--- config.mk ---
export PLATFORM = sky130hd
export DESIGN_NAME = dualcore
export DESIGN_NICKNAME = d
export VERILOG_FILES = /design/src/logic/core_pkg.sv /design/src/logic/mem_pkg.sv /design/src/logic/processor.sv /design/src/logic/l2_cache.sv /design/src/logic/bus_arbiter.sv /design/src/logic/dualcore.sv
export SDC_FILE = /design/constraint.sdc
export NUM_CORES = 1
export LEC_CHECK = 0
export BUFFER_PORTS_ARGS = -buffer_cell sky130_fd_sc_hd__buf_2
export CAP_MARGIN = 40
export CORE_UTILIZATION = 42
export DETAILED_ROUTE_END_ITERATION = 8
export PLACE_DENSITY = 0.62
export SYNTH_ARGS = -nofsm -noshare
export SYNTH_HDL_FRONTEND = slang
export SYNTH_SLANG_ARGS = --single-unit
--- constraint.sdc ---
create_clock -name clk -period 3.4 [get_ports clk]
set_input_delay 0.68 -clock clk [delete_from_list [all_inputs] [get_ports clk]]
set_output_delay 0.68 -clock clk [all_outputs]
set_load 0.05 [all_outputs]
--- src/logic/core_pkg.sv ---
`default_nettype none

package core_pkg;

	// instruction layout, three 4-bit fields
	localparam int tag_width   = 4;                 // every field is one tag wide
	localparam int data_width  = 8;                 // operand and result width
	localparam int instr_width = 3 * tag_width;     // opcode, addr a, addr b

	// alu opcodes, top field of the instruction
	typedef enum logic [tag_width-1:0] {
		op_add  = 4'h0,                             // a + b, carry out
		op_sub  = 4'h1,                             // a - b, borrow out
		op_and  = 4'h2,                             // bitwise and
		op_or   = 4'h3,                             // bitwise or
		op_xor  = 4'h4,                             // bitwise xor
		op_pass = 4'h5                              // result is operand a
	} alu_op_e;                                     // other codes give 0

	// core sequencer
	typedef enum logic [2:0] {
		st_idle,                                    // waiting for a strobe
		st_req,                                     // bus requested, addr a out once granted
		st_read_a,                                  // capture a, addr b out
		st_read_b,                                  // capture b, release bus
		st_exec                                     // register alu result
	} core_state_e;

endpackage

`default_nettype wire

--- src/logic/mem_pkg.sv ---
`default_nettype none

package mem_pkg;

	// l2 geometry
	localparam int l2_entries    = 16;                 // shared data array depth
	localparam int l2_addr_width = $clog2(l2_entries); // 4 address bits

	// reset pattern, entry i = low byte of i*mult + add
	localparam int l2_init_mult = 37;
	localparam int l2_init_add  = 11;

	// arbiter states
	typedef enum logic [1:0] {
		arb_idle,                                      // nobody owns the bus
		arb_grant1,                                    // core 1 owns the bus
		arb_grant2                                     // core 2 owns the bus
	} arb_state_e;

endpackage

`default_nettype wire

--- src/logic/processor.sv ---
`default_nettype none

module processor (
	input  logic                              clk,                  // system clock
	input  logic                              rst_n,                // sync reset, active low
	input  logic [core_pkg::instr_width-1:0]  vector_in,            // opcode, addr a, addr b
	input  logic                              fetching,             // one-cycle start strobe
	input  logic                              bus_grant,            // from arbiter, registered
	input  logic [core_pkg::data_width-1:0]   data_in,              // shared l2 read data
	output logic                              bus_request,          // to arbiter
	output logic [mem_pkg::l2_addr_width-1:0] addr_out,             // l2 read address
	output logic                              status_out,           // high while busy
	output logic [core_pkg::data_width-1:0]   alu_out,              // registered result
	output logic                              alu_carry_output,     // carry or borrow
	output logic                              alu_zero_flag_output  // result was zero
);
	import core_pkg::*;

	core_state_e            state;      // fetch sequencer
	logic [instr_width-1:0] instr_q;    // accepted instruction
	alu_op_e                opcode;     // top field of instr_q
	logic [tag_width-1:0]   addr_a;     // operand a location
	logic [tag_width-1:0]   addr_b;     // operand b location
	logic [data_width-1:0]  op_a;       // fetched operand a
	logic [data_width-1:0]  op_b;       // fetched operand b
	logic [data_width:0]    sum;        // add with ninth bit
	logic [data_width-1:0]  alu_res;    // comb alu result
	logic                   alu_carry;  // comb alu carry

	// instruction fields
	assign opcode = alu_op_e'(instr_q[instr_width-1 -: tag_width]);
	assign addr_a = instr_q[2*tag_width-1 -: tag_width];
	assign addr_b = instr_q[tag_width-1:0];

	assign status_out  = (state != st_idle);                   // busy until exec done
	assign bus_request = (state == st_req) || (state == st_read_a) || (state == st_read_b);
	assign addr_out    = (state == st_req) ? addr_a : addr_b;  // a first, then b

	// alu, only registered in st_exec
	always_comb begin
		sum       = {1'b0, op_a} + {1'b0, op_b};
		alu_res   = '0;
		alu_carry = 1'b0;
		case (opcode)
			op_add: begin
				alu_res   = sum[data_width-1:0];
				alu_carry = sum[data_width];       // ninth sum bit
			end
			op_sub: begin
				alu_res   = op_a - op_b;
				alu_carry = (op_a < op_b);         // borrow
			end
			op_and:  alu_res = op_a & op_b;
			op_or:   alu_res = op_a | op_b;
			op_xor:  alu_res = op_a ^ op_b;
			op_pass: alu_res = op_a;
			default: alu_res = '0;                 // undefined opcode
		endcase
	end

	// control and result flags
	always_ff @(posedge clk) begin
		if (!rst_n) begin
			state                <= st_idle;
			alu_out              <= '0;
			alu_carry_output     <= 1'b0;
			alu_zero_flag_output <= 1'b1;          // zero result after reset
		end else begin
			case (state)
				st_idle: begin
					if (fetching) begin
						state <= st_req;           // strobe ignored while busy
					end
				end
				st_req: begin
					if (bus_grant) begin
						state <= st_read_a;        // l2 samples addr a now
					end
				end
				st_read_a: begin
					if (bus_grant) begin
						state <= st_read_b;
					end
				end
				st_read_b: begin
					if (bus_grant) begin
						state <= st_exec;          // request drops next cycle
					end
				end
				st_exec: begin
					alu_out              <= alu_res;
					alu_carry_output     <= alu_carry;
					alu_zero_flag_output <= (alu_res == '0);
					state                <= st_idle;
				end
				default: state <= st_idle;
			endcase
		end
	end

	// instruction and operand capture
	always_ff @(posedge clk) begin
		if (state == st_idle && fetching) begin
			instr_q <= vector_in;
		end
		if (state == st_read_a && bus_grant) begin
			op_a <= data_in;                       // only the granted core samples
		end
		if (state == st_read_b && bus_grant) begin
			op_b <= data_in;
		end
	end

endmodule

`default_nettype wire

--- src/logic/l2_cache.sv ---
`default_nettype none

module l2_cache (
	input  logic                              clk,      // system clock
	input  logic                              rst_n,    // sync reset, loads pattern
	input  logic                              rd_en,    // read strobe from granted core
	input  logic [mem_pkg::l2_addr_width-1:0] rd_addr,  // entry select
	output logic [core_pkg::data_width-1:0]   rd_data   // one cycle after rd_en
);
	import core_pkg::*;
	import mem_pkg::*;

	logic [data_width-1:0] mem [l2_entries];            // shared data array

	// pattern load, array is read-only afterwards
	always_ff @(posedge clk) begin
		if (!rst_n) begin
			for (int i = 0; i < l2_entries; i++) begin
				mem[i] <= data_width'(i * l2_init_mult + l2_init_add); // low byte kept
			end
		end
	end

	// registered read port
	// value holds while rd_en is low
	always_ff @(posedge clk) begin
		if (rd_en) begin
			rd_data <= mem[rd_addr];                    // latency 1
		end
	end

endmodule

`default_nettype wire

--- src/logic/bus_arbiter.sv ---
`default_nettype none

module bus_arbiter (
	input  logic clk,       // system clock
	input  logic rst_n,     // sync reset, active low
	input  logic request1,  // core 1 wants the l2
	input  logic request2,  // core 2 wants the l2
	output logic grant1,    // core 1 owns the l2
	output logic grant2     // core 2 owns the l2
);
	import mem_pkg::*;

	arb_state_e state;         // current owner
	arb_state_e next_state;
	logic       last_served2;  // core 2 was granted most recently

	always_comb begin
		next_state = state;
		case (state)
			arb_idle: begin
				if (request1 && request2) begin
					next_state = last_served2 ? arb_grant1 : arb_grant2; // alternate
				end else if (request1) begin
					next_state = arb_grant1;
				end else if (request2) begin
					next_state = arb_grant2;
				end
			end
			arb_grant1: begin
				if (!request1) begin
					next_state = request2 ? arb_grant2 : arb_idle;  // hand over if waiting
				end
			end
			arb_grant2: begin
				if (!request2) begin
					next_state = request1 ? arb_grant1 : arb_idle;
				end
			end
			default: next_state = arb_idle;
		endcase
	end

	always_ff @(posedge clk) begin
		if (!rst_n) begin
			state        <= arb_idle;
			last_served2 <= 1'b1;  // core 1 wins the first tie
		end else begin
			state <= next_state;
			if (next_state == arb_grant1) begin
				last_served2 <= 1'b0;
			end else if (next_state == arb_grant2) begin
				last_served2 <= 1'b1;
			end
		end
	end

	// grants decode the state register, so they are registered
	assign grant1 = (state == arb_grant1);
	assign grant2 = (state == arb_grant2);

endmodule

`default_nettype wire

--- src/logic/dualcore.sv ---
`default_nettype none

module dualcore (
	input  logic                             clk,                    // system clock
	input  logic                             rst_n,                  // sync reset, active low
	input  logic [core_pkg::instr_width-1:0] vector_in1,             // instruction for core 1
	input  logic [core_pkg::instr_width-1:0] vector_in2,             // instruction for core 2
	input  logic                             fetching1,              // start strobe core 1
	input  logic                             fetching2,              // start strobe core 2
	output logic                             status_out1,            // core 1 busy
	output logic                             status_out2,            // core 2 busy
	output logic [core_pkg::data_width-1:0]  alu_out1,               // core 1 result
	output logic [core_pkg::data_width-1:0]  alu_out2,               // core 2 result
	output logic                             alu_carry_output1,      // core 1 carry
	output logic                             alu_carry_output2,      // core 2 carry
	output logic                             alu_zero_flag_output1,  // core 1 zero
	output logic                             alu_zero_flag_output2   // core 2 zero
);
	import core_pkg::*;
	import mem_pkg::*;

	logic                     request1;  // core 1 to arbiter
	logic                     request2;  // core 2 to arbiter
	logic                     grant1;    // arbiter to core 1
	logic                     grant2;    // arbiter to core 2
	logic [l2_addr_width-1:0] addr1;     // core 1 address
	logic [l2_addr_width-1:0] addr2;     // core 2 address
	logic [l2_addr_width-1:0] l2_addr;   // steered address
	logic                     l2_rd_en;  // steered read enable
	logic [data_width-1:0]    l2_data;   // fans out to both cores

	// grant-steered bus mux, owner drives address and enable
	always_comb begin
		l2_addr  = addr1;
		l2_rd_en = 1'b0;
		if (grant1) begin
			l2_addr  = addr1;
			l2_rd_en = request1;  // low in the cycle the grant is released
		end else if (grant2) begin
			l2_addr  = addr2;
			l2_rd_en = request2;
		end
	end

	processor u_core1 (
		.clk(clk), .rst_n(rst_n), .vector_in(vector_in1), .fetching(fetching1),
		.bus_grant(grant1), .data_in(l2_data), .bus_request(request1), .addr_out(addr1),
		.status_out(status_out1), .alu_out(alu_out1), .alu_carry_output(alu_carry_output1),
		.alu_zero_flag_output(alu_zero_flag_output1)
	);

	processor u_core2 (
		.clk(clk), .rst_n(rst_n), .vector_in(vector_in2), .fetching(fetching2),
		.bus_grant(grant2), .data_in(l2_data), .bus_request(request2), .addr_out(addr2),
		.status_out(status_out2), .alu_out(alu_out2), .alu_carry_output(alu_carry_output2),
		.alu_zero_flag_output(alu_zero_flag_output2)
	);

	bus_arbiter u_arbiter (
		.clk(clk), .rst_n(rst_n), .request1(request1), .request2(request2),
		.grant1(grant1), .grant2(grant2)
	);

	l2_cache u_l2 (
		.clk(clk), .rst_n(rst_n), .rd_en(l2_rd_en), .rd_addr(l2_addr), .rd_data(l2_data)
	);

endmodule

`default_nettype wire

==> Word-level counts from Yosys, hierarchy flattened <==
Memory sizes are Yosys's and may differ from the RTL's. A register that Yosys moved wholly into a read port is not among the register bits.
Index checks and enable logic that the tools add are counted.
{ "totals": {"mem_count": 1, "ram_bits": 128, "input_bits": 28, "ff_bits": 85, "elab_cells": 114} }
{ "classes": {"eq_ne": 30, "magnitude_cmp": 2, "n_reduce_logical": 23, "n_addsub": 4, "bitwise_logic": 6, "muxes": 32} }
{ "mem_list": {"columns": ["name", "depth", "word_bits", "rd", "rd_clocked_by_memory_dff", "wr", "line_no", "source"], "rows": [
  ["u_l2.mem", 16, 8, 1, 1, 16, "l2_cache.sv:13", "logic [data_width-1:0] mem [l2_entries];"]
]} }
{ "op_table": {"columns": ["cell", "count"], "rows": [
  ["$pmux 8 s6", 2],
  ["$mux 3", 8],
  ["$pmux 3 s4", 2],
  ["$add 8x8->9", 2],
  ["$and 8x8->8", 2],
  ["$eq 4x2->1 const B", 4],
  ["$eq 4x3->1 const B", 4],
  ["$logic_not 8->1", 2],
  ["$lt 8x8->1", 2],
  ["$mux 4", 4],
  ["$or 8x8->8", 2],
  ["$sub 8x8->8", 2],
  ["$xor 8x8->8", 2],
  ["$mux 2", 7],
  ["$eq 3x2->1 const B", 4],
  ["$ne 2x1->1 const B", 6],
  ["$eq 4x1->1 const B", 2],
  ["$logic_not 4->1", 2],
  ["$reduce_and 4->1", 2],
  ["$logic_and 1x1->1", 7],
  ["$eq 3x1->1 const B", 2],
  ["$eq 3x3->1 const B", 2],
  ["$logic_not 3->1", 2],
  ["$mux 1", 6],
  ["9 further kinds", 17]
]} }

==> Longest topological paths before layout <==
{ "logic_depth": {"word_depth": 10, "mapped_depth": 10, "mapped_depth_nobuf": 10} }

==> Modules after synthesis <==
A second synthesis with hierarchy kept.
{ "unflattened": {"hier_cells": 594, "hier_area_um2": 5973.2} }
{ "modules_own_cells": {"columns": ["mod", "area_per_inst_um2", "seq_area_each_um2", "n_inst", "cells_each"], "rows": [
  ["processor at u_core2", 2635.0, 1101.1, 1, 268],
  ["processor at u_core1", 2600.0, 1101.1, 1, 259],
  ["l2_cache", 505.5, 240.2, 1, 44],
  ["bus_arbiter", 148.9, 60.1, 1, 17],
  ["dualcore", 83.8, 0.0, 1, 6]
]} }

==> Worst setup path before layout <==
Ideal clock, no wire load.
{ "synth_timing": {"path_kind": "register to register", "from": "reg u_core1.op_b[0]", "to": "reg u_core1.alu_zero_flag_output", "setup_ns": 0.074, "required_ns": 3.326, "setup_slack_ns": 0.983, "arrival_ns": 2.343, "path_stages_with_launch": 10, "cell_sequence": "edfxtp_1 ha_1 fa_1 inv_1 mux4_2 a21oi_1 nand3_1 and4b_1 nand4_1 o21ai_0"} }
{ "synth_via": {"elab_chain_len": 3} }
{ "synth_rtl": {"columns": ["element", "line_no", "source"], "rows": [
  ["start: declaration", "processor.sv:25", "logic [data_width-1:0] op_b;"],
  ["start signal: assignment", "processor.sv:110", "op_b <= data_in;"],
  ["$sub 8x8->8, or another cell as far along", "processor.sv:50", "alu_res = op_a - op_b;"],
  ["$pmux 8 s6 *", "processor.sv:44", "case (opcode)"],
  ["$logic_not 8->1 *", "processor.sv:93", "alu_zero_flag_output <= (alu_res == '0);"],
  ["end signal: assignment", "processor.sv:93", null],
  ["end: declaration", "processor.sv:15", "output logic alu_zero_flag_output"]
]} }
Every way passes the cells marked *; elsewhere a longest branch is shown, timed or not.
A chain may end at the register's enable or synchronous reset.

==> Worst setup path after layout <==
{ "layout_timing": {"from": "reg u_arbiter.state[1]", "to": "reg u_l2.rd_data[6] (netlist bit), read port of u_l2.mem, data pin"} }
{ "layout_via": {"elab_chain_len": 3} }
{ "layout_rtl": {"columns": ["element", "line_no", "source"], "rows": [
  ["start: declaration", "bus_arbiter.sv:13", "arb_state_e state;"],
  ["start signal: assignment", "bus_arbiter.sv:45", "state <= arb_idle;"],
  ["start signal: assignment", "bus_arbiter.sv:48", "state <= next_state;"],
  ["$eq 2x2->1", "bus_arbiter.sv:59", "assign grant2 = (state == arb_grant2);"],
  ["$mux 4 / $mux 1 (equally long branches)", "dualcore.sv:39", "end else if (grant2) begin"],
  ["$mux 4 / $mux 1 (equally long branches)", "dualcore.sv:36", "if (grant1) begin"],
  ["end: declaration", "l2_cache.sv:8", "output logic [core_pkg::data_width-1:0] rd_data"]
]} }
Several ways; a longest one is shown, not always the timed one.

==> out/metrics.cfg <==
[outcome]
outcome=completed

[route]
firstDrtPassIters=5
via_per_inst=5.51
ant_nets=0
wl_microns=13500
vias=4500
post_drt_wl_per_cell_microns=16.5
drc=0
drt_iter0_markers=378

[clock_network]
cts_max_path_buffers=2
clock-sinks=93
clkTransAtPathRegs_ns=0.07
cts_resized=0
clkLatencyLatePin_ns=0.35
cts_root_buf=clkbuf_16
cts-buffers-inserted=9
cts_tree=built
htreeDepth=3
cts_setup_buffers=0
holdBufCountCts=0

[critical_path]
arrival_ns=2.78
critPathLaunchType=flip-flop
path_class=flip-flop to flip-flop
ff2ff_path_depth=6
worstPathMaxFanout=7
cp.required_ns=3.49
crit_path_end_kind=flip-flop

[sta]
setup_ws_ns=0.713
fin_crit_sh_pct=79.0
hold_viol=0
finalWorstPathRequiredPeriod_ns=2.69
fmax_ghz=0.372
setup_tns_ns=0
worstMarginPinSlew_ns=0.855
drv_slew=0
relSlewSlack_pct=41.4
setup_viol=0
rsz0062_at_grt=false
skew_ns=0.00732

[finish]
layout-drive-gt1-share_pct=13.3
area_growth_pct=12.3
nets=725
fin_util_pct=49.1
antennaDiodeCount=0

[die]
die_w_microns=120
core-area_sq_um=13500
io_pins=50
die_h_microns=120
die_area_sq_um=14500
rows=42
start_util_pct=43.7

[synthesis]
ys_seq_area_share_pct=42.6
netlist_instances=593
synth.distinct_cells=66
synth_ff_type=edfxtp_1
synth-seq-cells=93
ys_warn_count=0
synth-edff-count=64
netlist_area_sq_um=5880
syn_nets=682
avgSynthCellArea_sq_um=9.91
ys_async_sr_fraction_pct=0

[placement]
port_buffers=49
dp_hpwl_microns=10300
gp_congestion=0.916
dpl_worst_slack_ns=0.728

[min_path]
hp-class=flip-flop to flip-flop
whs_path_depth=2

[grt]
grtUsageTotal_pct=19.2
grt_max_degree=32
grt_overflow=0
grt_pass1_vias=4262
grt_antenna_before_repair=0
grt_pass1_wl_microns=21400

[power_and_ir_drop]
p_per_area_nw_per_um2=401
ir_drop_mv=0.331
total_power_mw=2.65
power.leakage_nw=2.73

[flow_run]
maxCapViolations=0

[cells by family after synthesis]
kind of cell             synth area share (%)
AO/OA/AOI/OAI                            17.5
XOR/XNOR                                 1.64
adder cells (fa/ha/maj)                  13.5
buffers and inverters                    5.32
flip-flops                               42.6
multiplexers                             5.73
AND/OR/NAND/NOR                          13.7
[stage by stage]
stage               cells  cell area (sq um)  hold WS (ns)
floorplan             593               5880         0.459
global placement      799               6270         0.456
detailed placement    801               6280         0.470
CTS                   817               6600         0.483
global route          817               6600         0.492
finish                817               6600         0.481
[synth_stat cells (2+ instances only)]
master,count,area (sq um)
or3b_2,2,17.5
a221o_1,3,30.0
a221oi_1,4,35.0
nand2b_1,11,68.8
or3_1,8,50.1
o221ai_1,4,35.0
a211o_1,2,17.5
xnor2_1,8,70.1
xor2_1,3,26.3
a31oi_1,9,56.3
mux2i_1,28,280
nand3_1,6,30.0
buf_6,2,22.5
buf_2,7,35.0
nor4b_1,2,17.5
ha_1,57,713
o211ai_1,3,22.5
nor2_2,2,12.5
o21a_1,3,22.5
o22ai_1,13,81.3
and3_1,5,31.3
and2_1,4,25.0
dfxtp_1,29,581
nor2_1,60,225
nand2_1,34,128
edfxtp_1,64,1920
fa_1,4,80.1
a211oi_1,19,143
o21ai_0,33,165
nor2b_1,6,37.5
o31ai_1,3,22.5
a21oi_1,31,155
nor3_1,16,80.1
o21bai_1,5,37.5
o22a_1,2,17.5
a21o_1,3,22.5
nor3b_1,2,15.0
clkbuf_1,10,37.5
inv_1,53,199
o311ai_0,2,17.5
buf_1,5,18.8
o2111ai_1,2,17.5
[path summary, 6_finish.rpt]
path	endpoint	slack, ns	from
max	u_l2.rd_data[6]$_DFFE_PP_	0.71	u_arbiter.state[1]$_SDFF_PN0_
min	u_core2.alu_out[6]$_SDFFE_PN0N_	0.48	u_core2.alu_out[6]$_SDFFE_PN0N_
max reg2reg	u_l2.rd_data[6]$_DFFE_PP_	0.71	u_arbiter.state[1]$_SDFF_PN0_
min reg2reg	u_core2.alu_out[6]$_SDFFE_PN0N_	0.48	u_core2.alu_out[6]$_SDFFE_PN0N_
[registers in the layout, indices dropped and copies added (netlist names)]
register / count
u_arbiter.state: 2
u_core1.op_b: 8
u_core2.op_b: 8
u_core1.alu_out: 8
u_core2.instr_q: 12
u_l2.rd_data: 8
u_core1.state: 3
u_core2.alu_zero_flag_output: 1
u_core1.op_a: 8
u_core2.state: 3
u_core1.alu_zero_flag_output: 1
u_arbiter.last_served2: 1
u_core1.instr_q: 12
u_core2.alu_carry_output: 1
u_core1.alu_carry_output: 1
u_core2.op_a: 8
u_core2.alu_out: 8
[power breakdown]
| part | switching [mW] | internal (mW) |
|---|---|---|
| logic | 0.179 | 0.119 |
| clock network | 0.436 | 0.617 |
| registers | 0.0359 | 1.26 |
| total | 0.652 | 2.00 |
[layout by cell type, fill, tap and decap left out, types with 6 or more instances in the layout]
master and count:
a211oi_1 19, a21oi_1 31, a31oi_1 9, buf_2 49
buf_4 7, clkbuf_16 10, dfxtp_1 29, edfxtp_1 64
ha_1 57, inv_1 53, mux2i_1 28, nand2_1 34
nand2b_1 11, nand3_1 6, nor2_1 60, nor2b_1 6
nor3_1 16, o21ai_0 33, o22ai_1 13, or3_1 8
xnor2_1 8
[final cells by class]
cell class,count,area (sq um)
fillers,1302,6850
multi-input cells,423,3060
flip-flops and latches,93,2500
repair buffers,56,298
clock buffers,10,250
well taps,176,220
inverters,53,199
clock inverters,6,67.6
[layer usage]
layer	share of wire, %	wire [microns]	GRT usage (%)
met5	0	0	0
met4	2.0	263	8.18
met3	4.9	662	3.92
met2	47	6390	31.5
met1	46	6140	24.7
[worst max-delay path, cell delays in order, from the launching register on]
cell and delay [ns]:
dfxtp_1 0.39, nor2b_1 0.50, mux2i_1 0.50, inv_1 0.23, ha_1 0.38, a21oi_1 0.05
or3_1 0.37
(Power assumes the default switching activity.)
